==> src/hdl/hamming_params.svh <==
/*
  Widths and address map for the 31/26 Hamming memory. The block width must be 2**n - 1
  and the parity width n. No overall parity bit exists, so double errors miscorrect.
*/

`ifndef HAMMING_PARAMS_SVH
`define HAMMING_PARAMS_SVH

// Hamming block geometry
`define HAMMING_BLOCK_WIDTH 31
`define HAMMING_DATA_WIDTH 26
`define HAMMING_PARITY_WIDTH 5

// Block store size
`define ECC_STORE_DEPTH 16
`define ECC_ADDR_WIDTH 4

// Wishbone port widths, word addressed
`define ECC_WB_ADR_WIDTH 6
`define ECC_WB_DATA_WIDTH 32

// Region codes from address bits 5 and 4
`define ECC_REGION_DATA 2'd0
`define ECC_REGION_RAW 2'd1
`define ECC_REGION_STATUS 2'd2

// Error flag position in a data read, and corrected-read counter width
`define ECC_FLAG_BIT 31
`define ECC_COUNT_WIDTH 16

`endif

==> src/hdl/hamming_pkg.sv <==
/*
  Bus structs and Hamming block types. Bit p-1 of a block holds position p (1-based);
  power-of-two positions hold parity, the others hold data in ascending order.
*/

`default_nettype none

`include "hamming_params.svh"

package hamming_pkg;

  typedef logic [`HAMMING_BLOCK_WIDTH-1:0] hamming_block_t;
  typedef logic [`HAMMING_DATA_WIDTH-1:0] hamming_data_t;

  // Wishbone classic request, master to slave
  typedef struct packed {
    logic                          cyc;
    logic                          stb;
    logic                          we;
    logic [`ECC_WB_ADR_WIDTH-1:0]  adr;
    logic [`ECC_WB_DATA_WIDTH-1:0] dat;
  } wb_req_t;

  // Wishbone classic response, slave to master
  typedef struct packed {
    logic                          ack;
    logic [`ECC_WB_DATA_WIDTH-1:0] dat;
  } wb_rsp_t;

  // Gather data bits from the non-power-of-two positions
  function automatic hamming_data_t extract_data(input hamming_block_t block);
    hamming_data_t data;
    int            d;
    data = '0;
    d    = 0;
    for (int p = 1; p <= `HAMMING_BLOCK_WIDTH; p++) begin
      if ((p & (p - 1)) != 0) begin
        data[d] = block[p-1];
        d++;
      end
    end
    return data;
  endfunction

  // Scatter data bits into the block, parity positions left at zero
  function automatic hamming_block_t place_data(input hamming_data_t data);
    hamming_block_t block;
    int             d;
    block = '0;
    d     = 0;
    for (int p = 1; p <= `HAMMING_BLOCK_WIDTH; p++) begin
      if ((p & (p - 1)) != 0) begin
        block[p-1] = data[d];
        d++;
      end
    end
    return block;
  endfunction

endpackage

`default_nettype wire

==> src/hdl/hamming_encoder.sv <==
/*
  Combinational Hamming encoder, zero latency. BLOCK_WIDTH must match the package
  block type, so changing the size means changing the params header as well.
*/

`default_nettype none

`include "hamming_params.svh"

module hamming_encoder #(
  parameter int BLOCK_WIDTH = `HAMMING_BLOCK_WIDTH
) (
  input  hamming_pkg::hamming_data_t  data,
  output hamming_pkg::hamming_block_t block
);

  // One parity bit per bit of the 1-based position index
  localparam int PARITY_WIDTH = $clog2(BLOCK_WIDTH + 1);

  hamming_pkg::hamming_block_t placed;
  logic [PARITY_WIDTH-1:0]     parity;

  // Size must line up with the shared block type
  if (BLOCK_WIDTH != $bits(hamming_pkg::hamming_block_t)) begin : g_width_check
    $error("hamming_encoder BLOCK_WIDTH does not match hamming_block_t");
  end

  if (PARITY_WIDTH != `HAMMING_PARITY_WIDTH) begin : g_parity_check
    $error("hamming_encoder parity width does not match the params header");
  end

  // Data bits go to the non-parity positions
  assign placed = hamming_pkg::place_data(data);

  // Parity k covers every position whose index has bit k set
  // Parity slots in placed are zero so they drop out of the XOR
  always_comb begin
    parity = '0;
    for (int k = 0; k < PARITY_WIDTH; k++) begin
      for (int p = 1; p <= BLOCK_WIDTH; p++) begin
        if (((p >> k) & 1) == 1) begin
          parity[k] = parity[k] ^ placed[p-1];
        end
      end
    end
  end

  // Drop parity bits into the power-of-two positions
  always_comb begin
    block = placed;
    for (int k = 0; k < PARITY_WIDTH; k++) begin
      block[(1 << k) - 1] = parity[k];
    end
  end

endmodule

`default_nettype wire

==> config.mk <==
export PLATFORM = sky130hd
export DESIGN_NAME = hamming_encoder
export DESIGN_NICKNAME = d
export VERILOG_FILES = /design/src/hdl/hamming_pkg.sv /design/src/hdl/hamming_encoder.sv
export VERILOG_INCLUDE_DIRS = /design/src /design/src/hdl
export SDC_FILE = /design/constraint.sdc
export NUM_CORES = 1
export LEC_CHECK = 0
export ABC_AREA = 1
export BUFFER_PORTS_ARGS = -buffer_cell sky130_fd_sc_hd__buf_2
export CAP_MARGIN = 20
export CORE_MARGIN = 2
export CORE_UTILIZATION = 50
export DETAILED_ROUTE_END_ITERATION = 7
export PLACE_DENSITY = 0.87
export SYNTH_ARGS = -nofsm -noshare
export SYNTH_HDL_FRONTEND = slang
export SYNTH_SLANG_ARGS = --single-unit
==> constraint.sdc <==
create_clock -name vclk -period 2.5
set_input_delay 0.25 -clock vclk [all_inputs]
set_output_delay 0.25 -clock vclk [all_outputs]
set_load 0.02 [all_outputs]
After elaboration in Yosys (flattened, before gate mapping)
Cells that the tools add are included.
Word-level totals
  input bits: 26
  logic and storage cells: 70
  bits in registers: 0
  output and inout port bits: 31
Cells by class
  bitwise gates (word level): 70
Operators by type and width (number)
  $xor 1x1->1: 70

Depth between registers and ports, before layout
  word-level depth: 14
  mapped depth: 13
  mapped depth without buffers: 12

Worst setup path before layout
OpenSTA, ideal clock, no wires.
  kind: input port to output port
  from: in data[24]
  to: out block[3]
  buffers on the path: 1
  setup slack: 1.106 ns
  arrival: 1.144 ns
  data required time: 2.250 ns
  stages on the path: 7
  path through: clkbuf_2 > xor2_1 > nand2_1 > nand3b_1 > nand2_2 > nand3b_1 > nand2_1
Between the ends
  word-level cells in the longest chain between the ends: 2
RTL lines
  from (decl): line hamming_encoder.sv:13  | input hamming_pkg::hamming_data_t data,
  $xor 1x1->1 (2 in a row): line hamming_encoder.sv:42  | parity[k] = parity[k] ^ placed[p-1];
  to (decl): line hamming_encoder.sv:14  | output hamming_pkg::hamming_block_t block
No other way between the ends.

Worst setup path after layout
  from: in data[16]
  to: out block[3]
Between the ends
  word-level cells in the longest chain between the ends: 6
RTL lines (line)
  $xor 1x1->1 (6 in a row): hamming_encoder.sv:42
No other way between the ends.

==> key figures <==
Status
  • Status: complete, no violations

Clock network
  • Setup Fix Bufs, Post-CTS: 0
  • Post-CTS sizing: 0
  • Hold_buf cts: 0

Synthesis
  • Distinct cell type count after synthesis: 11
  • Post-synthesis cell count: 202
  • Mapped cell area: 1086 um2
  • Sequential share of the synthesized area: 0%
  • Synth warnings: 0
  • Syn Nets: 228
  • Syn Area/Cell: 5.376 um2

Worst setup path
  • Arr. time, crit path: 1300 ps
  • Max FO, Critical Path: 5
  • Kind of critical path: input pin to output pin
  • Req. time, crit path: 2250 ps
  • CP startpoint kind: input pin
  • CP Capture Type: output pin

Place
  • Port Buf Inserts: 57
  • Placed Instances: 255
  • GP Congestion: 0.8297
  • Hpwl dp: 2007 um

Layout
  • Final Util: 59.19%
  • Finished Layout Cells: 255
  • Fillers: 225
  • Flip-flop and latch count: 0
  • Commonest non-fill, non-tap cell in the layout: nand2_1
  • N_diodes: 0
  • Commonest cells after routing, fill and taps aside: nand2_1, buf_2, inv_1
  • Final #Nets: 256
  • Fraction of layout instances using a drive strength above 1: 25.88%
  • Clock buffers: 0
  • Area of the multi-input gates: 779.5 um2
  • FF/Latch Area: 0 um2
  • Synthesis-to-finish area growth: 9.102%

Timing
  • Final setup fails: 0
  • RSZ-0062 raised after global routing: false
  • Final hold slack: 772.9 ps
  • Post-route setup TNS: 0 ps
  • Tmin final: 1547 ps
  • Worst slew pin tran: 222.6 ps
  • Max-slew violations: 0
  • Slew HR: 85.11%
  • Max Clock Freq: 0.6466 GHz
  • Final period util: 61.86%
  • Fin. Hold Viols: 0

Die
  • Initial Util: 54.25%
  • IO Count: 57
  • Chip Width: 50.61 um
  • Die Ht: 50.61 um
  • Rows: 16
  • Core footprint: 2002 um2
  • DIE AREA: 2561 um2

Pwr
  • Overall Power: 372.0 uW
  • Sw Ratio: 62.25%
  • Clock network power share: 0%
  • NetSw: 231.6 uW
  • Worst ir drop on vdd: 0.0001757 V
  • Internal power: 140.5 uW
  • Pwr dens: 314.0 nW/um2
  • Leakage: 0.0007819 uW
  • Comb pwr share: 100.0%
  • Fraction of power consumed by sequential logic: 0%

GRT
  • Vias in the first global route: 869
  • Initial antenna violation count: 0
  • Largest net degree at the start of global routing: 8
  • Global route total overflow: 0
  • Gr usage total: 17.04%
  • First-pass GRT wire length: 3601 um

Hold path
  • Hold crit path type: input pin to output pin

Route
  • Vias post-DR: 1112
  • Vias per std cell: 4.361
  • Wire per inst: 8.741 um
  • WL final: 2229 um
  • 1st-iter DRT viols: 12
  • Antenna-violating nets left: 0
  • 1st-pass router iterations: 4
  • Residual DRC: 0

Run
  • Max cap viols: 0
-- cells by family (layout without fill, tap and decap cells) --
| group | after synthesis | in the layout | synth area share (%) |
|---|---|---|---|
| XOR/XNOR | 36 | 36 | 29.03 |
| buffers and inverters | 54 | 80 | 28.23 |
| AND/OR/NAND/NOR | 112 | 112 | 42.74 |
-- cell usage after synthesis, drive strengths merged --
library cell	instances	area, um2
nand2	89	339.1
buf	28	205.2
inv	23	86.33
xnor2	18	157.7
xor2	18	157.7
nand3	16	80.08
nand3b	5	37.54
clkbuf	3	15.01
nor2	2	7.510
-- path summary, 6_finish.rpt --
check      from  endpoint  slack, ps  cells after the start
max    data[16]  block[3]        950                     13
min     data[2]  block[5]        770                      2
-- per-stage QoR --
stage | instance area [um2] | setup slack (ps)
finish | 1185 | 953.4
global route | 1185 | 766.4
CTS | 1185 | 939.9
detailed placement | 1185 | 940.1
global placement | 1185 | 951.7
floorplan | 1086 | 1106
-- critical path, cell delays in order --
cell     delay [ps]
buf_2           130
inv_1           100
nand2_1          80
nand2_1          60
nand2_1          40
nand2_1          90
nand3_1         100
nand2_1          80
nand2_1          60
nand2_1          50
nand2_1          40
nand2_1          50
buf_2           160
-- power by group through the flow --
| stage | Sequential, uW | Combinational [uW] | Clock (uW) |
|---|---|---|---|
| finish | 0 | 372 | 0 |
| global route | 0 | 420 | 0 |
| CTS | 0 | 375 | 0 |
| detailed placement | 0 | 374 | 0 |
| global placement | 0 | 368 | 0 |
| floorplan | 0 | 295 | 0 |
-- final cells by class --
class / instances / share of cell area, %
Multi-Input combinational cell: 148 / 65.79
Timing Repair Buffer: 57 / 24.08
Inverter: 23 / 7.286
Tap cell: 27 / 2.851
-- metal layers --
layer	global-route usage, %	up-vias	share of wire, %
met1	23.05	457	46
met3	0.2976	0	4.5
li1	-	629	-
met2	31.80	26	50
met4	0	0	0
met5	0	-	0
No activity file was read; power rests on OpenSTA's default activity.
