==> config.mk <==
export PLATFORM = sky130hd
export DESIGN_NAME = ecc_block_store
export DESIGN_NICKNAME = d
export VERILOG_FILES = /design/src/hdl/hamming_pkg.sv /design/src/hdl/ecc_block_store.sv
export VERILOG_INCLUDE_DIRS = /design/src /design/src/hdl
export SDC_FILE = /design/constraint.sdc
export NUM_CORES = 1
export LEC_CHECK = 0
export BUFFER_PORTS_ARGS = -buffer_cell sky130_fd_sc_hd__buf_2
export CAP_MARGIN = 30
export CORE_UTILIZATION = 55
export CTS_CLUSTER_SIZE = 12
export DETAILED_ROUTE_END_ITERATION = 16
export GPL_TIMING_DRIVEN = 1
export PLACE_DENSITY = 0.79
export SYNTH_ARGS = -nofsm -noshare
export SYNTH_HDL_FRONTEND = slang
export SYNTH_SLANG_ARGS = --single-unit
==> constraint.sdc <==
create_clock -name clk -period 3.91 [get_ports clk]
set_input_delay 0.1955 -clock clk [delete_from_list [all_inputs] [get_ports clk]]
set_output_delay 0.1955 -clock clk [all_outputs]
set_load 0.1 [all_outputs]
==> src/hdl/hamming_params.svh <==
/*
  Widths and address map for the 31/26 Hamming memory. The block width must be 2**n - 1
  and the parity width n. No overall parity bit exists, so double errors miscorrect.
*/

`ifndef HAMMING_PARAMS_SVH
`define HAMMING_PARAMS_SVH

// Hamming block geometry
`define HAMMING_BLOCK_WIDTH 31
`define HAMMING_DATA_WIDTH 26
`define HAMMING_PARITY_WIDTH 5

// Block store size
`define ECC_STORE_DEPTH 16
`define ECC_ADDR_WIDTH 4

// Wishbone port widths, word addressed
`define ECC_WB_ADR_WIDTH 6
`define ECC_WB_DATA_WIDTH 32

// Region codes from address bits 5 and 4
`define ECC_REGION_DATA 2'd0
`define ECC_REGION_RAW 2'd1
`define ECC_REGION_STATUS 2'd2

// Error flag position in a data read, and corrected-read counter width
`define ECC_FLAG_BIT 31
`define ECC_COUNT_WIDTH 16

`endif

==> src/hdl/hamming_pkg.sv <==
/*
  Bus structs and Hamming block types. Bit p-1 of a block holds position p (1-based);
  power-of-two positions hold parity, the others hold data in ascending order.
*/

`default_nettype none

`include "hamming_params.svh"

package hamming_pkg;

  typedef logic [`HAMMING_BLOCK_WIDTH-1:0] hamming_block_t;
  typedef logic [`HAMMING_DATA_WIDTH-1:0] hamming_data_t;

  // Wishbone classic request, master to slave
  typedef struct packed {
    logic                          cyc;
    logic                          stb;
    logic                          we;
    logic [`ECC_WB_ADR_WIDTH-1:0]  adr;
    logic [`ECC_WB_DATA_WIDTH-1:0] dat;
  } wb_req_t;

  // Wishbone classic response, slave to master
  typedef struct packed {
    logic                          ack;
    logic [`ECC_WB_DATA_WIDTH-1:0] dat;
  } wb_rsp_t;

  // Gather data bits from the non-power-of-two positions
  function automatic hamming_data_t extract_data(input hamming_block_t block);
    hamming_data_t data;
    int            d;
    data = '0;
    d    = 0;
    for (int p = 1; p <= `HAMMING_BLOCK_WIDTH; p++) begin
      if ((p & (p - 1)) != 0) begin
        data[d] = block[p-1];
        d++;
      end
    end
    return data;
  endfunction

  // Scatter data bits into the block, parity positions left at zero
  function automatic hamming_block_t place_data(input hamming_data_t data);
    hamming_block_t block;
    int             d;
    block = '0;
    d     = 0;
    for (int p = 1; p <= `HAMMING_BLOCK_WIDTH; p++) begin
      if ((p & (p - 1)) != 0) begin
        block[p-1] = data[d];
        d++;
      end
    end
    return block;
  endfunction

endpackage

`default_nettype wire

==> src/hdl/ecc_block_store.sv <==
/*
  Block memory with one write and one read port. Read data follows the index
  by one cycle. Contents are undefined until written; there is no reset.
*/

`default_nettype none

`include "hamming_params.svh"

module ecc_block_store #(
  parameter int DEPTH = `ECC_STORE_DEPTH
) (
  input  logic                        clk,
  input  logic                        we,
  input  logic [`ECC_ADDR_WIDTH-1:0]  index,
  input  hamming_pkg::hamming_block_t wr_block,
  output hamming_pkg::hamming_block_t rd_block
);

  // Block array
  hamming_pkg::hamming_block_t mem [DEPTH];

  // Read index, captured every cycle
  logic [`ECC_ADDR_WIDTH-1:0] index_q;

  // Write at the edge when enabled
  always_ff @(posedge clk) begin
    if (we) begin
      mem[index] <= wr_block;
    end
  end

  // Register the index so read data lands one cycle later
  // A write and read of the same entry return the new block
  always_ff @(posedge clk) begin
    index_q <= index;
  end

  assign rd_block = mem[index_q];

  // Writes must stay inside the array
  property p_write_in_range;
    @(posedge clk) we |-> (int'(index) < DEPTH);
  endproperty

  a_write_in_range : assert property (p_write_in_range)
    else $error("block store write index %0d beyond depth %0d", index, DEPTH);

endmodule

`default_nettype wire

Word level (Yosys, flattened, before mapping)
Memory sizes are Yosys's and may differ from the RTL's. A register that Yosys moved wholly into a read port is not among the register bits.
Index checks and enable logic that the tools add are counted.
- bits in registers: 0
- bits in latches: 0
- bits in writable memories: 496
- ROM bits: 0
- output and inout port bits: 31
- word-level logic and storage cells: 3
- memories kept: 1
- memories (name ; depth ; width ; rd ports ; clocked after Yosys merged registers in ; wr ports ; line ; text):
    mem ; 16 ; 31 ; 1 ; 1 ; 1 ; ecc_block_store.sv:21 ; hamming_pkg::hamming_block_t mem [DEPTH];
- $add $sub $neg: 0
- $mul: 0
- divide/modulo/power cells: 0
- $lt $le $gt $ge: 0
- eq/ne operators: 0
- shift-type cells: 0
- muxes and demuxes: 2
- bitwise gates (word level): 0
- reductions and logical operators: 0
- operators by type and width (kind ; count):
    1-bit two-way mux ; 2

Longest topological paths before layout
Gate-level depths: netlist (run 1).
- depth after elaboration: 2
- depth in mapped cells: 6
- gate-level depth less buffers: 3

Worst setup path before layout (run 1)
No wires, ideal clock.
- kind: input port to flip-flop
- start: input port index[2]
- end: memory mem[0][0] (netlist bit), enable pin
- library setup time: 0.458 ns
- arrival time: 2.772 ns
- setup slack: 0.679 ns
- cell stages on the path: 2
- path buffers: 0
- path through: or3b_1 > nor3_1
- RTL lines (item ; line ; text):
    start, declared ; ecc_block_store.sv:15 ; input logic [`ECC_ADDR_WIDTH-1:0] index,
    end, declared ; ecc_block_store.sv:21 ;
No word-level cell before the write port.

==> results of run 1 <==
## area by class of cell
cell class | instances | area, sq um
Sequential cell | 500 | 15000
Fill cell | 2195 | 12200
Multi-Input combinational cell | 244 | 3640
Clock buffer | 70 | 1350
Timing Repair Buffer | 105 | 703
Tap cell | 448 | 561
Clock inverter | 9 | 48.8
Antenna cell | 4 | 10.0
## where the power goes
part | leakage [nW] | switching [W] | internal, W | total [W]
registers | 4.52 | 0.0000457 | 0.00600 | 0.00605
clock network | 0.673 | 0.00183 | 0.00237 | 0.00420
logic | 1.59 | 0.000581 | 0.000231 | 0.000813
## worst paths after layout
kind | cells past startpoint | slack, ps | from | to
worst max-delay path | 5 | 840 | flop | rd_block[25]
worst min-delay path | 1 | 10 | wr_block[26] | mem[2][26]$_DFFE_PP_
## cells by family after synthesis
logic type,count (synthesis),synth area share (%)
muxes,124,14.9
AOI/OAI and AO/OA,62,2.49
DFF,500,80.0
buffers and inverters,41,1.21
and+or+nand+nor,58,1.33
## stage by stage
stage,power [W],worst slack [ps],instance area [sq um],cells,util (%)
after floorplan,0.00672,679,18700,785,-
after global placement,0.00694,1370,19800,1291,59.1
after detailed placement,0.00697,1410,19800,1292,59.2
after CTS,0.0111,780,21300,1376,63.5
after global routing,0.0113,703,21300,1377,63.5
final,0.0111,838,21300,1380,63.5
## timing repair
action,CTS,global route
hold buffers,5,0
setup endpoints to repair,0,0
buffers inserted,0,0
hold endpoints to repair,17,0
## critical path, delay by kind of cell (launching register included)
family	cells	cell delay (ps)
and+or+nand+nor	2	900
buffers and inverters	2	830
AOI/OAI and AO/OA	1	140
DFF	1	450
## placed cells by master, fill, tap and decap left out
cell type      synthesis  layout
edfxtp_1             496     496
mux4_2               124     124
buf_2                 13      67
a22oi_1               62      62
clkbuf_16              0      51
nand2_1               32      32
buf_4                  1      28
clkbuf_1              19      19
nor2_4                 0      13
clkinv_1               0       6
dlygate4sd3_1          0       5
diode_2                0       4
nor3_2                 0       4
buf_12                 0       4
nor2b_4                0       2
nand3b_1               2       2
nand2b_1               2       2
dfxtp_4                0       2
dfxtp_1                4       2
clkinv_4               0       2
and2_2                 0       1
nand3_1                1       1
or3b_1                 1       1
inv_6                  0       1
buf_16                 0       1
## per-layer routing
metal  global-route usage, %  vias up  part of all wire (%)
met1                    31.9     4596                    38
met5                       0        -                     0
met4                    7.18        0                   2.4
met3                    5.23       78                   9.3
met2                    38.6      491                    50
li1                        -     3604                     -
==> results_dict.tcl, run 1 <==
set metrics [dict create \
    initial_core_util_pct 55.8 \
    cts_buffers 50 \
    ys.flop_type "edfxtp_1" \
    synthesis.nets 822 \
    dp_hpwl_um 21500 \
    slowest_delay_ps 730 \
    final_nets 938 \
    yosysMostFrequentCell "edfxtp_1" \
    path_cells "nor2b_4 -> buf_4 -> a22oi_1 -> nand2_1 -> buf_2" \
    synth_top_area_share_pct 79.6 \
    max-slew-margin-rel_pct 30.3 \
    cp_max_fo 20 \
    ios 68 \
    drv_cap 0 \
    grt_max_degree 50 \
    path_clk_slew_ps 60 \
    crit_path_end_kind "output pin" \
    routedWlPerCell_um 29.0 \
    place_congestion 0.751 \
    ir_worst_vdd_mv 0.307 \
    min_period_ps 3070 \
    finalCritPeriodShare_pct 78.6 \
    synthTopCellsByArea "edfxtp_1, mux4_2, a22oi_1, nand2_1, dfxtp_1" \
    hold_violations 0 \
    fp.coreArea_sq_mm 0.0335 \
    cp.required_ps 3710 \
    hp-class "input pin to flop" \
    dr.pass1.iters 7 \
    outcome "complete, no violations" \
    largest_reg_flops 496 \
    syn_area_sq_mm 0.0187 \
    ctsResizeCount 0 \
    grt_pass1_vias 9348 \
    synthArstFlopShare_pct 0 \
    leakage_nw 6.78 \
    clock-sinks 500 \
    ys_seq_area_share_pct 80.0 \
    vias 8769 \
    drt_iter0_drc 976 \
    whs_ps 13.5 \
    syn_area_per_cell_sq_um 23.8 \
    cellPowerDensity_mw_per_mm2 520 \
    synth_cells 785 \
    numPortBuffers 67 \
    syn2layout_area_growth_pct 13.8 \
    setup_viol 0 \
    slew_viol_final 0 \
    ys_ff_latch 500 \
    grt_usage_pct 23.5 \
    cp.arrival_ps 2880 \
    cts_buffer_depth 3 \
    yosysTopAreaCell "edfxtp_1" \
    cts_tree "done" \
    yosysWarningCount 0 \
    fp.dieH_um 186 \
    synth_cell_types 18 \
    htreeDepth 2 \
    fmax_ghz 0.325 \
    root_buffer "clkbuf_16" \
    largest_register "mem" \
    critPathLaunchType "flop" \
    drc 0 \
    antenna_left 0 \
    fin_setup_tns_ps 0 \
    rows 67 \
    drive_gt1_share_pct 32.3 \
    vias_per_cell 6.35 \
    yosys-top-cells-count "edfxtp_1, mux4_2, a22oi_1" \
    synth-edff-count 496 \
    critPathKind "flop to output pin" \
    cp_slowest_cell "nor2b_4" \
    worstMarginPinSlew_ps 1050 \
    grt_overflow 0 \
    reg_top3 "mem (496)" \
    grt_pass1_wl_um 58900 \
    grt_antenna_before_repair 3 \
    die_w_um 186 \
    dieArea_sq_mm 0.0348 \
    wirelength_um 40000 \
    grt_setup_unrepaired "no" \
]
No activity file was read; power rests on OpenSTA's default activity.
==> inputs of run 2 (changes only) <==
clock period = 2.95 ns   (was 3.91 ns; I/O delays follow)
==> run 2 against run 1 <==
  * Wire length is 2.9% higher
  * Flip-flop and latch count stayed put
  * Via count rose by 2.9%
  * Hold slack improved by 280 ps
  * Cell count rose by 2.2%
  * Critical path type unchanged
  * Combinational power up 41%
  * Worst setup slack worse by 690 ps
==> results_dict.tcl, run 2 (same netlist as run 1, synthesis figures left out) <==
set metrics [dict create \
    dp_hpwl_um 20800 \
    p_sw_w 0.00326 \
    setup_viol 0 \
    fin_cells 1411 \
    grt_max_degree 38 \
    holdPathStages 2 \
    p_total_w 0.0149 \
    share_comb_of_total_power_pct 7.7 \
    diodes 0 \
    routedWlPerCell_um 29.2 \
    max-slew-margin-rel_pct 50.0 \
    final_common_cell "edfxtp_1" \
    swShare_pct 21.9 \
    htreeDepth 2 \
    path_cells "and2_2 -> buf_4 -> a22oi_1 -> nand2_1 -> buf_2" \
    outcome "complete, no violations" \
    path_clk_slew_ps 50 \
    layout_common_cells "edfxtp_1, mux4_2, buf_2" \
    leakage_nw 7.00 \
    power.internal_w 0.0116 \
    cts_buffer_depth 3 \
    drive_gt1_share_pct 32.2 \
    seq_power_share_pct 53.9 \
    finalCritPeriodShare_pct 95.1 \
    grt_pass1_wl_um 60100 \
    cp_max_fo 19 \
    cp_slowest_cell "and2_2" \
    dr.pass1.iters 5 \
    drt_iter0_drc 1101 \
    place_congestion 0.774 \
    grt_setup_unrepaired "no" \
    p_clk_share_pct 38.4 \
    die_w_um 186 \
    ios 68 \
    fin_setup_tns_ps 0 \
    min_period_ps 2810 \
    hp-start "index[2]" \
    cp.arrival_ps 2660 \
    grt_antenna_before_repair 0 \
    drc 0 \
    worstMarginPinSlew_ps 748 \
    antenna_left 0 \
    slew_viol_final 0 \
    dieArea_sq_mm 0.0348 \
    fp.dieH_um 186 \
    grt_usage_pct 24.2 \
    largest_reg_flops 496 \
    ctsResizeCount 0 \
    largest_register "mem" \
    crit_path_end_kind "output pin" \
    hp-class "input pin to flop" \
    place_inst 1297 \
    fmax_ghz 0.356 \
    cts_tree "done" \
    reg_top3 "mem (496)" \
    syn2layout_area_growth_pct 16.5 \
    final_nets 976 \
    initial_core_util_pct 55.8 \
    slowest_delay_ps 620 \
    wirelength_um 41200 \
    vias_per_cell 6.39 \
    drv_cap 0 \
    ir_worst_vdd_mv 0.531 \
    cellPowerDensity_mw_per_mm2 682 \
    numPortBuffers 67 \
    rows 67 \
    clock-sinks 500 \
    fp.coreArea_sq_mm 0.0335 \
    critPathLaunchType "flop" \
    vias 9023 \
    hold_violations 0 \
    root_buffer "clkbuf_16" \
    grt_pass1_vias 9553 \
    grt_overflow 0 \
    cp.required_ps 2800 \
    critPathKind "flop to output pin" \
    cts_buffers 49 \
]
[run 2: cell count changes in the layout (fill, tap and decap cells not counted), sizes merged]
cell         previous run  this run
dlygate4sd3             5        35
diode                   4         0
clkbuf                 70        69
bufinv                  0         2
buf                   100       109
clkinv                  8         3
[run 2: power groups by stage]
stage,Clock [W],Sequential [W],Combinational [W]
6_report,0.00571,0.00801,0.00115
3_5_place_dp,0,0.00816,0.00109
5_1_grt,0.00602,0.00802,0.00120
4_1_cts,0.00577,0.00801,0.00115
3_3_place_gp,0,0.00814,0.00108
2_1_floorplan,0,0.00813,0.000778
[run 2: through the flow]
step	util [%]	cell area, sq um	setup slack [ps]	hold slack (ps)
4_1_cts	65.0	21800	143	265
6_report	65.0	21800	145	295
5_1_grt	65.0	21800	73.2	305
3_5_place_dp	59.6	20000	592	309
3_3_place_gp	59.6	20000	646	310
2_1_floorplan	-	18700	71.0	175
[run 2: cell type report]
type                    instances  area, sq um
flip-flops and latches        500        15000
multi-input cells             244         3660
fillers                      2101        11700
clock buffers                  69         1340
clock inverters                 6         81.3
repair buffers                144         1180
well taps                     448          561
[run 2: worst max-delay path by stage]
stage,end,depth (start not counted)
after floorplan,mem[12][0]$_DFFE_PP_,2
after global placement,rd_block[30],5
after detailed placement,rd_block[5],5
after CTS,rd_block[27],5
after global routing,rd_block[5],6
final,rd_block[27],5
[run 2: critical path: cells and delay by family, from the launching register on]
family,cells,cell delay [ps]
buffers and inverters,2,770
AND/OR/NAND/NOR,2,760
flip-flops,1,460
AO/OA/AOI/OAI,1,90
[run 2: timing repair]
item                                    4_1_cts  5_1_grt
buffers inserted                              4        0
endpoints found under the hold margin       500        0
endpoints found under the setup margin        2        0
hold buffers                                 35        0
[run 2: layer usage]
layer / vias up / track usage, % / part of all wire (%) / wire length [um]
li1: 3665 / - / - / -
met1: 4713 / 32.3 / 38 / 15500
met2: 539 / 40.2 / 51 / 21000
met3: 106 / 4.33 / 8.1 / 3320
met4: 0 / 9.25 / 3.4 / 1400
met5: - / 0 / 0 / 0
