==> config.mk <==
export PLATFORM = sky130hd
export DESIGN_NAME = ecc_wb_frontend
export DESIGN_NICKNAME = d
export VERILOG_FILES = /design/src/hdl/hamming_pkg.sv /design/src/hdl/ecc_wb_frontend.sv
export VERILOG_INCLUDE_DIRS = /design/src /design/src/hdl
export SDC_FILE = /design/constraint.sdc
export NUM_CORES = 1
export LEC_CHECK = 0
export BUFFER_PORTS_ARGS = -buffer_cell sky130_fd_sc_hd__clkbuf_2
export CELL_PAD_IN_SITES_DETAIL_PLACEMENT = 0
export CELL_PAD_IN_SITES_GLOBAL_PLACEMENT = 2
export CORE_MARGIN = 5
export CORE_UTILIZATION = 19
export DETAILED_ROUTE_END_ITERATION = 8
export GPL_TIMING_DRIVEN = 0
export PLACE_DENSITY = 0.73
export SYNTH_ARGS = -nofsm -noshare
export SYNTH_HDL_FRONTEND = slang
export SYNTH_SLANG_ARGS = --single-unit
==> constraint.sdc <==
create_clock -name clk -period 2.7 [get_ports clk]
set_input_delay 0.27 -clock clk [delete_from_list [all_inputs] [get_ports clk]]
set_output_delay 0.27 -clock clk [all_outputs]
set_load 0.01 [all_outputs]
==> src/hdl/hamming_params.svh <==
/*
  Widths and address map for the 31/26 Hamming memory. The block width must be 2**n - 1
  and the parity width n. No overall parity bit exists, so double errors miscorrect.
*/

`ifndef HAMMING_PARAMS_SVH
`define HAMMING_PARAMS_SVH

// Hamming block geometry
`define HAMMING_BLOCK_WIDTH 31
`define HAMMING_DATA_WIDTH 26
`define HAMMING_PARITY_WIDTH 5

// Block store size
`define ECC_STORE_DEPTH 16
`define ECC_ADDR_WIDTH 4

// Wishbone port widths, word addressed
`define ECC_WB_ADR_WIDTH 6
`define ECC_WB_DATA_WIDTH 32

// Region codes from address bits 5 and 4
`define ECC_REGION_DATA 2'd0
`define ECC_REGION_RAW 2'd1
`define ECC_REGION_STATUS 2'd2

// Error flag position in a data read, and corrected-read counter width
`define ECC_FLAG_BIT 31
`define ECC_COUNT_WIDTH 16

`endif

==> src/hdl/hamming_pkg.sv <==
/*
  Bus structs and Hamming block types. Bit p-1 of a block holds position p (1-based);
  power-of-two positions hold parity, the others hold data in ascending order.
*/

`default_nettype none

`include "hamming_params.svh"

package hamming_pkg;

  typedef logic [`HAMMING_BLOCK_WIDTH-1:0] hamming_block_t;
  typedef logic [`HAMMING_DATA_WIDTH-1:0] hamming_data_t;

  // Wishbone classic request, master to slave
  typedef struct packed {
    logic                          cyc;
    logic                          stb;
    logic                          we;
    logic [`ECC_WB_ADR_WIDTH-1:0]  adr;
    logic [`ECC_WB_DATA_WIDTH-1:0] dat;
  } wb_req_t;

  // Wishbone classic response, slave to master
  typedef struct packed {
    logic                          ack;
    logic [`ECC_WB_DATA_WIDTH-1:0] dat;
  } wb_rsp_t;

  // Gather data bits from the non-power-of-two positions
  function automatic hamming_data_t extract_data(input hamming_block_t block);
    hamming_data_t data;
    int            d;
    data = '0;
    d    = 0;
    for (int p = 1; p <= `HAMMING_BLOCK_WIDTH; p++) begin
      if ((p & (p - 1)) != 0) begin
        data[d] = block[p-1];
        d++;
      end
    end
    return data;
  endfunction

  // Scatter data bits into the block, parity positions left at zero
  function automatic hamming_block_t place_data(input hamming_data_t data);
    hamming_block_t block;
    int             d;
    block = '0;
    d     = 0;
    for (int p = 1; p <= `HAMMING_BLOCK_WIDTH; p++) begin
      if ((p & (p - 1)) != 0) begin
        block[p-1] = data[d];
        d++;
      end
    end
    return block;
  endfunction

endpackage

`default_nettype wire

==> src/hdl/ecc_wb_frontend.sv <==
/*
  Wishbone classic slave, one transfer at a time, no stalls. Writes and STATUS reads
  ack after one cycle, DATA and RAW reads after two. Byte selects are ignored.
*/

`default_nettype none

`include "hamming_params.svh"

module ecc_wb_frontend (
  input  logic                        clk,
  input  logic                        rst,
  input  hamming_pkg::wb_req_t        wb_req,
  output hamming_pkg::wb_rsp_t        wb_rsp,
  output hamming_pkg::hamming_data_t  enc_data,
  input  hamming_pkg::hamming_block_t enc_block,
  output logic                        store_we,
  output logic [`ECC_ADDR_WIDTH-1:0]  store_index,
  output hamming_pkg::hamming_block_t store_wr_block,
  input  hamming_pkg::hamming_block_t store_rd_block,
  input  logic                        corr_error,
  input  hamming_pkg::hamming_data_t  corr_data
);

  typedef enum logic [1:0] {
    IDLE,
    READ_WAIT,
    ACK
  } state_t;

  state_t                         state_q;
  state_t                         state_d;
  logic [1:0]                     region;
  logic                           start;
  logic                           region_mem;
  logic [`ECC_WB_DATA_WIDTH-1:0]  read_word;
  logic [`ECC_WB_DATA_WIDTH-1:0]  rsp_dat_q;
  logic [`ECC_COUNT_WIDTH-1:0]    err_count_q;

  // Region comes from word address bits 5 and 4
  assign region     = wb_req.adr[5:4];
  assign region_mem = (region == `ECC_REGION_DATA) || (region == `ECC_REGION_RAW);

  // New request, only taken when idle
  assign start = (state_q == IDLE) && wb_req.cyc && wb_req.stb;

  // Store write port, one cycle per write request
  assign store_we       = start && wb_req.we && region_mem;
  assign store_index    = wb_req.adr[`ECC_ADDR_WIDTH-1:0];
  assign enc_data       = wb_req.dat[`HAMMING_DATA_WIDTH-1:0];
  // RAW writes bypass the encoder to allow error injection
  assign store_wr_block = (region == `ECC_REGION_RAW) ?
                          wb_req.dat[`HAMMING_BLOCK_WIDTH-1:0] : enc_block;

  // Next state
  always_comb begin
    state_d = state_q;
    case (state_q)
      IDLE: begin
        if (start) begin
          // Memory reads wait one cycle for the store
          state_d = (!wb_req.we && region_mem) ? READ_WAIT : ACK;
        end
      end
      READ_WAIT: state_d = ACK;
      ACK:       state_d = IDLE;
      default:   state_d = IDLE;
    endcase
  end

  always_ff @(posedge clk) begin
    if (rst) begin
      state_q <= IDLE;
    end else begin
      state_q <= state_d;
    end
  end

  // Format read data per region, unused bits zero
  always_comb begin
    read_word = '0;
    case (region)
      `ECC_REGION_DATA: begin
        read_word[`HAMMING_DATA_WIDTH-1:0] = corr_data;
        read_word[`ECC_FLAG_BIT]           = corr_error;
      end
      `ECC_REGION_RAW: begin
        read_word[`HAMMING_BLOCK_WIDTH-1:0] = store_rd_block;
      end
      `ECC_REGION_STATUS: begin
        read_word[`ECC_COUNT_WIDTH-1:0] = err_count_q;
      end
      default: begin
        read_word = '0;
      end
    endcase
  end

  // Response register, memory reads load once store data is valid
  always_ff @(posedge clk) begin
    if ((state_q == READ_WAIT) || (start && !wb_req.we && !region_mem)) begin
      rsp_dat_q <= read_word;
    end
  end

  // Corrected-read counter, saturating, cleared by a STATUS write
  always_ff @(posedge clk) begin
    if (rst) begin
      err_count_q <= '0;
    end else if (start && wb_req.we && (region == `ECC_REGION_STATUS)) begin
      err_count_q <= '0;
    end else if ((state_q == READ_WAIT) && (region == `ECC_REGION_DATA) && corr_error &&
                 (err_count_q != '1)) begin
      err_count_q <= err_count_q + 1'b1;
    end
  end

  assign wb_rsp.ack = (state_q == ACK);
  assign wb_rsp.dat = rsp_dat_q;

  // Ack is a single-cycle pulse
  a_ack_pulse : assert property (@(posedge clk) disable iff (rst)
    wb_rsp.ack |=> !wb_rsp.ack)
    else $error("ack held high for two cycles");

  // Ack only answers an active request
  a_ack_in_cycle : assert property (@(posedge clk) disable iff (rst)
    $rose(wb_rsp.ack) |-> (wb_req.cyc && wb_req.stb))
    else $error("ack raised outside an active bus cycle");

endmodule

`default_nettype wire

## Yosys cells after proc, flatten, opt, wreduce, memory -nomap -nowiden

Index checks and enable logic that the tools add are counted.

| cells by class | value |
|---|---|
| reductions and logical operators | 18 |
| add/subtract/negate cells | 1 |
| eq/ne operators | 6 |
| mux-type cells | 6 |

Operators by type and width:

| cell | count |
|---|---|
| case mux 16 bit (3 select lines) | 1 |
| two-way mux 31 bit | 1 |
| case mux 10 bit (2 select lines) | 1 |
| adder 16 x 1 -> 16 bit (second input constant) | 1 |
| != test 16 bit (second input constant) | 1 |
| logical AND 1 bit | 11 |
| equality test 2 x 1 -> 1 bit (second input constant) | 2 |
| equality test 2 bit (second input constant) | 2 |
| zero test 2 bit | 2 |
| two-way mux 2 bit | 2 |
| case mux 2 bit (2 select lines) | 1 |
| zero test 1 bit | 2 |
| logical OR 1 bit | 2 |
| != test 2 bit (second input constant) | 1 |
| OR reduction 2 bit | 1 |

| word-level totals | value |
|---|---|
| logic and storage cells | 36 |
| register bits after elaboration | 50 |

## Longest topological paths before layout

Gate-level depths: netlist (run 1).

| depth | value |
|---|---|
| depth after elaboration | 6 |
| mapped depth | 6 |

## Worst setup path before layout (run 1)

No wires, ideal clock.

| path | value |
|---|---|
| path kind | register -> register |
| start point | register state_q[1] |
| end point | register rsp_dat_q[0], enable pin |
| library setup time | 0.428 ns |
| clock period less this slack | 2.551 ns |
| stages on the path, launching flop included | 4 |
| required time | 2.272 ns |
| buffers on the path | 0 |
| arrival | 2.123 ns |
| slack | 0.149 ns |
| cell sequence | dfxtp_1 and3b_1 nand2_1 o21bai_1 |

| on the way | value |
|---|---|
| word-level cells in the longest chain between the ends | 6 |
| elaborated cells on any way between the ends | 7 |
| classes of those cells | eq/ne: 1; reduce/logical: 6 |

RTL lines:

| item | RTL line | source |
|---|---|---|
| from (decl) | ecc_wb_frontend.sv:31 | `state_t state_q;` |
| from (signal assigned) | ecc_wb_frontend.sv:75 | `state_q <= state_d;` |
| zero test 2 bit | ecc_wb_frontend.sv:45 | `assign start = (state_q == IDLE) && wb_req.cyc && wb_req.stb;` |
| logical AND 1 bit (2 in series) | ecc_wb_frontend.sv:45 |  |
| logical AND 1 bit (2 in series) | ecc_wb_frontend.sv:101 | `if ((state_q == READ_WAIT) \|\| (start && !wb_req.we && !region_mem)) begin` |
| logical OR 1 bit * | ecc_wb_frontend.sv:101 |  |
| to (signal assigned) | ecc_wb_frontend.sv:102 | `rsp_dat_q <= read_word;` |
| to (decl) | ecc_wb_frontend.sv:37 | `` logic [`ECC_WB_DATA_WIDTH-1:0] rsp_dat_q; `` |

Mark *: on every way between the ends. The rest lies on a longest branch, timed or not.
A chain may end at the register's enable or synchronous reset.

## Final worst setup path (run 1)

| path | value |
|---|---|
| start point | input port wb_req[36] (netlist name) |
| end point | output port store_wr_block[12] |

| on the way | value |
|---|---|
| word-level cells in the longest chain between the ends | 2 |

RTL lines:

| item | RTL line | source |
|---|---|---|
| from (decl) | ecc_wb_frontend.sv:13 | `input hamming_pkg::wb_req_t wb_req,` |
| equality test 2 x 1 -> 1 bit | - |  |
| two-way mux 31 bit | ecc_wb_frontend.sv:52 | `` assign store_wr_block = (region == `ECC_REGION_RAW) ? `` |
| to (decl) | ecc_wb_frontend.sv:19 | `output hamming_pkg::hamming_block_t store_wr_block,` |

Every way passes these cells.

==> impl_metrics.py, run 1 <==
metrics = {
    "cts": {
        "htreeDepth": 2,
        "clockBufferDepth": 2,
        "post_cts_resized": 0,
        "root_buffer": "clkbuf_16",
        "post_cts_buffers": 0,
        "cts_tree": "done",
        "clock-sinks": 50,
        "clock_latency_ns": 0.29,
        "cts.clk_slew.worst_paths_ns": 0.07,
        "hold_buffers": 0,
        "numCtsBuffers": 5,
    },
    "min_path": {
        "holdCritPathClass": "input port to flop",
        "hold_path_end": "rsp_dat_q[28]",
        "hold_depth": 2,
        "holdCritStartpoint": "store_rd_block[28]",
    },
    "global_route": {
        "overflow": 0,
        "busiest_layer": "met2",
        "grt_use_met1": 0.135,
        "antenna_found_initial": 0,
        "grt_max_degree": 30,
        "grt_usage": 0.122,
        "met3_usage": 0.0293,
        "grt_pass1_wl_um": 19000,
        "globalRouteMet2Util": 0.233,
        "grt_pass1_vias": 3474,
    },
    "placed_design": {
        "gp_congestion": 0.853,
        "portBuffers": 221,
        "place_area_um2": 4520,
        "dp.cells": 804,
        "post-dp-hpwl_um": 10200,
    },
    "synth": {
        "synth_top_cell_by_area": "edfxtp_1",
        "synth_warnings": 0,
        "synth_seq_cells": 50,
        "synth_edf_count": 32,
        "yosys.area.top_type_share": 0.308,
        "synthTopCellsByArea": "edfxtp_1 31%, nand2_1 15%, dfxtp_1 12%",
        "synth_nets": 499,
        "ys_seq_area_frac": 0.424,
        "avgSynthCellArea_um2": 8.51,
        "synth-async-reset-ratio": 0,
        "ys_top_cells_by_count": "121 x nand2_1, 32 x edfxtp_1, 30 x buf_4, 28 x mux2i_1, 18 x dfxtp_1",
        "netlist_instances": 366,
        "synthesis.area_um2": 3120,
        "synthDistinctLibCells": 48,
        "synth_flop_cell": "edfxtp_1",
        "yosysMostFrequentCell": "nand2_1",
    },
    "timing": {
        "rsz0062_at_grt": "false",
        "skew_ns": 0.00576,
        "final-hold-violation-count": 0,
        "worstMarginPinSlew_ns": 0.974,
        "setup_viol": 0,
        "whs_ns": 0.258,
        "finalCritPeriodShare": 0.857,
        "fmax_ghz": 0.432,
        "report.final.slew_viol_count": 0,
        "fin_crit_ns": 2.31,
        "relSlewSlack": 0.345,
    },
    "drt": {
        "vias_per_cell": 4.15,
        "postRouteAntennaNets": 0,
        "drt_iter0_drc": 230,
        "num_vias": 3368,
        "route.detailed.drc": 0,
        "wl_per_cell_um": 14.8,
        "dr.pass1.iters": 4,
        "wirelength_um": 12100,
    },
    "layout": {
        "finish.instance_area_um2": 4690,
        "diodes": 0,
        "drive_gt1_frac": 0.461,
        "syn_to_final_growth_pct": 50.6,
        "instances_no_fill": 812,
        "nets": 728,
    },
    "power": {
        "vdd_drop_max_mv": 0.259,
        "power_mw": 1.98,
        "power_per_cell_area_nw_per_um2": 422,
        "p_leak_nw": 2.29,
    },
    "setup_path": {
        "path_cells": "clkbuf_2 > buf_1 > nor2b_1 > buf_2 > clkbuf_1 > nand2_1 > nand2_1 > clkbuf_2",
        "arrival_ns": 2.04,
        "startpoint_type": "input port",
        "cp.required_ns": 2.43,
        "timing.rr.start": "err_count_q[9]",
        "cp_slowest_cell": "buf_1",
        "critical_path.endpoint_type": "output pin",
        "critPathMaxStageDelay_ns": 0.52,
        "rrSetupSlack_ns": 0.69,
        "crit_buf_inv": 5,
        "r2r-end": "err_count_q[8]",
        "critPathMaxFanout": 10,
        "cp_top_family": "buffers and inverters",
        "reg2reg_depth": 4,
        "path_class": "input port to output pin",
    },
    "floorplan": {
        "die_w_um": 138,
        "core_um2": 16000,
        "io_pins": 227,
        "rows": 46,
        "initial_core_util": 0.195,
        "dieArea_um2": 19100,
        "dieHeight_um": 138,
    },
    "job": {
        "cap_violations": 0,
    },
    "status": {
        "status": "finished, final reports clean",
    },
}
area by class of cell:
cell class / count / area [µm²]
timing repair buffer: 222 / 1130
sequential: 50 / 1320
buffer: 49 / 312
multi-input combinational: 265 / 1490
clock inverter: 3 / 43.8
fill: 1774 / 11300
tap: 216 / 270
clock buffer: 5 / 125
inverter: 2 / 7.51
flip-flops by register name, indices dropped and copies added (netlist names):
name / flops
err_count_q: 16
rsp_dat_q: 32
state_q: 2
how the worst max path moves through the flow:
stage | startpoint | endpoint | cells past startpoint
floorplan | state_q[1] | rsp_dat_q[0] | 3
global placement | wb_req[37] | rsp_dat_q[11] | 4
detailed placement | wb_req[36] | store_wr_block[12] | 8
CTS | wb_req[36] | store_wr_block[12] | 8
global route | wb_req[36] | store_wr_block[10] | 8
finish | wb_req[36] | store_wr_block[12] | 8
cell families (layout without fill, tap and decap cells):
kind of cell,after synthesis,count (layout),share of synthesized area
simple gates,188,188,0.282
buf+inv,51,281,0.102
flops,50,50,0.424
compound gates,48,48,0.0976
mux,28,28,0.0900
fa+ha+maj,1,1,0.00402
per-stage QoR:
step            util  TNS (ns)  setup WS [ns]
4_1_cts        0.293         0          0.307
3_5_place_dp   0.283         0          0.309
6_report       0.293         0          0.387
2_1_floorplan      -         0          0.149
3_3_place_gp   0.281    -28.88         -0.905
5_1_grt        0.293         0          0.139
placed cells by master (no fill, tap or decap), types with 4 or more instances in the layout:
cell type,n
o31ai_1,7
nand2_1,121
nor2_1,16
and2_1,5
clkbuf_16,5
nand4_1,4
nor3_1,5
nor2b_1,5
o21ai_0,17
dfxtp_1,18
clkbuf_2,223
clkbuf_1,11
or4_1,6
nand3_1,5
edfxtp_1,32
buf_2,4
buf_4,30
mux2i_1,28
a21oi_1,8
report_power, final:
part           total, mW  internal [mW]  switching, mW
logic              0.411          0.198          0.212
registers          0.840          0.834        0.00537
clock network      0.730          0.439          0.291
total               1.98           1.47          0.508
worst register-to-register path, stage by stage, from the launching register on:
cell      delay (ns)
dfxtp_1         0.47
nand3_1         0.28
nor4_1          0.81
o311ai_0        0.25
o41ai_1         0.12
routing by layer:
layer,vias to the layer above,routed length (µm)
li1,1703,-
met1,1511,4720
met2,141,6330
met3,13,832
met4,0,172
met5,-,0
No activity file was read; power rests on OpenSTA's default activity.
==> run 2: changes to the inputs <==
Settings changed: BUFFER_PORTS_ARGS -buffer_cell sky130_fd_sc_hd__clkbuf_2 to not set, CORE_UTILIZATION 19 to 29, DONT_BUFFER_PORTS set to 1, PLACE_DENSITY 0.73 to 0.71.
==> run 2 against run 1 <==
Compared with the run above: wire length shrank 17%; sequential share of layout area grew 11 points; critical path depth shrank 4; die area shrank 32%; global-route usage grew 2.0 points; combinational power shrank 45%; non-clock buffer count shrank 222; via count shrank 24%; maximum frequency grew 8.1%; register-to-register slack lost 0.13 ns; critical path type is now flop to flop; largest cell class unchanged.
==> impl_metrics.py, run 2 (same netlist as run 1, synthesis figures left out) <==
metrics = {
    "setup_path": {
        "reg2reg_depth": 4,
        "path_class": "flop to flop",
        "rrSetupSlack_ns": 0.56,
        "path_cells": "nand4_1 > nor4_1 > o311ai_0 > o41ai_1",
        "critPathMaxFanout": 7,
        "cp.required_ns": 2.92,
        "crit_buf_inv": 0,
        "cp_slowest_cell": "nor4_1",
        "cp_top_family": "simple AND/OR/NAND/NOR gates",
        "critPathMaxStageDelay_ns": 0.93,
        "arrival_ns": 2.35,
        "startpoint_type": "flop",
        "critical_path.endpoint_type": "flop",
        "crit_cells": 4,
    },
    "layout": {
        "multi_input_area_um2": 1490,
        "seq_area_um2": 1320,
        "regMostFlops": "rsp_dat_q",
        "nets": 506,
        "instances_no_fill": 510,
        "final_common_cell": "nand2_1",
        "diodes": 0,
        "largestRegisters": "rsp_dat_q: 32 flops, err_count_q: 16 flops, state_q: 2 flops",
        "layout_common_cells": "121 x nand2_1, 32 x edfxtp_1, 30 x buf_4",
        "drive_gt1_frac": 0.142,
        "syn_to_final_growth_pct": 9.56,
        "fill_cells": 1085,
        "largest_reg_flops": 32,
    },
    "floorplan": {
        "io_pins": 227,
        "dieHeight_um": 114,
        "core_um2": 10400,
        "die_w_um": 114,
        "initial_core_util": 0.299,
        "dieArea_um2": 12900,
        "rows": 37,
    },
    "timing": {
        "setup_viol": 0,
        "whs_ns": 0.0967,
        "report.final.slew_viol_count": 0,
        "final-hold-violation-count": 0,
        "rsz0062_at_grt": "false",
        "finalCritPeriodShare": 0.792,
        "skew_ns": 0.0111,
        "relSlewSlack": 0.278,
        "worstMarginPinSlew_ns": 1.07,
        "fmax_ghz": 0.468,
        "fin_crit_ns": 2.14,
    },
    "global_route": {
        "grt_usage": 0.141,
        "grt_max_degree": 33,
        "busiest_layer": "met2",
        "grt_use_met1": 0.157,
        "antenna_found_initial": 0,
        "globalRouteMet2Util": 0.263,
        "met3_usage": 0.0403,
        "grt_pass1_vias": 2478,
        "grt_pass1_wl_um": 14200,
        "overflow": 0,
    },
    "status": {
        "status": "finished, final reports clean",
    },
    "power": {
        "power_mw": 1.64,
        "power_per_cell_area_nw_per_um2": 482,
        "vdd_drop_max_mv": 0.182,
        "p_leak_nw": 1.34,
    },
    "cts": {
        "numCtsBuffers": 5,
        "clockBufferDepth": 2,
        "cts_tree": "done",
        "root_buffer": "clkbuf_8",
        "htreeDepth": 2,
        "hold_buffers": 0,
        "post_cts_resized": 0,
        "post_cts_buffers": 0,
        "cts.clk_slew.worst_paths_ns": 0.10,
        "clock_latency_ns": 0.32,
        "clock-sinks": 50,
    },
    "min_path": {
        "holdCritPathClass": "input port to flop",
        "hold_depth": 2,
    },
    "drt": {
        "route.detailed.drc": 0,
        "wirelength_um": 10100,
        "postRouteAntennaNets": 0,
        "wl_per_cell_um": 19.7,
        "vias_per_cell": 5.05,
        "dr.pass1.iters": 5,
        "num_vias": 2574,
        "drt_iter0_drc": 163,
    },
    "job": {
        "cap_violations": 0,
    },
    "placed_design": {
        "post-dp-hpwl_um": 8260,
        "dp.cells": 502,
        "portBuffers": 0,
        "gp_congestion": 0.784,
    },
}
run 2: cell count changes in the layout (fill, tap and decap cells not counted), sizes merged:
cell | before | now
clkbuf | 239 | 18
buf | 37 | 36
run 2: power by group:
group / total (mW) / internal, mW / leakage (nW) / switching (mW)
Combinational: 0.227 / 0.0854 / 0.852 / 0.141
Clock: 0.565 / 0.282 / 0.0587 / 0.283
Sequential: 0.852 / 0.836 / 0.430 / 0.0167
run 2: worst paths after layout:
path / start / end
max: err_count_q[15] / err_count_q[8]
min: wb_req[38] / state_q[1]
max reg2reg: err_count_q[15] / err_count_q[8]
min reg2reg: err_count_q[13] / err_count_q[13]
run 2: layout make-up:
cell class                 count  share of cell area
clock buffer                   5              0.0202
inverter                       2             0.00220
sequential                    50               0.387
tap                          136              0.0499
multi-input combinational    265               0.435
clock inverter                 3              0.0139
buffer                        49              0.0913
run 2: per-stage QoR:
step	setup WS (ns)	TNS (ns)	util	instance area (µm²)
6_report	0.561	0	0.328	3410
3_5_place_dp	0.552	0	0.317	3300
2_1_floorplan	0.149	0	-	3120
4_1_cts	0.546	0	0.328	3410
3_3_place_gp	-0.599	-19.07	0.315	3290
5_1_grt	0.343	0	0.328	3410
run 2: worst reg2reg max path: stages (launching register included):
cell and delay, ns:
dfxtp_1 0.51, nand4_1 0.26, nor4_1 0.93, o311ai_0 0.24, o41ai_1 0.11
run 2: routing by layer:
| layer | up-vias | share of wire | wire length (µm) |
|---|---|---|---|
| met4 | 0 | 0.013 | 127 |
| li1 | 1260 | - | - |
| met1 | 1193 | 0.38 | 3810 |
| met2 | 111 | 0.54 | 5390 |
| met5 | - | 0 | 0 |
| met3 | 10 | 0.073 | 737 |
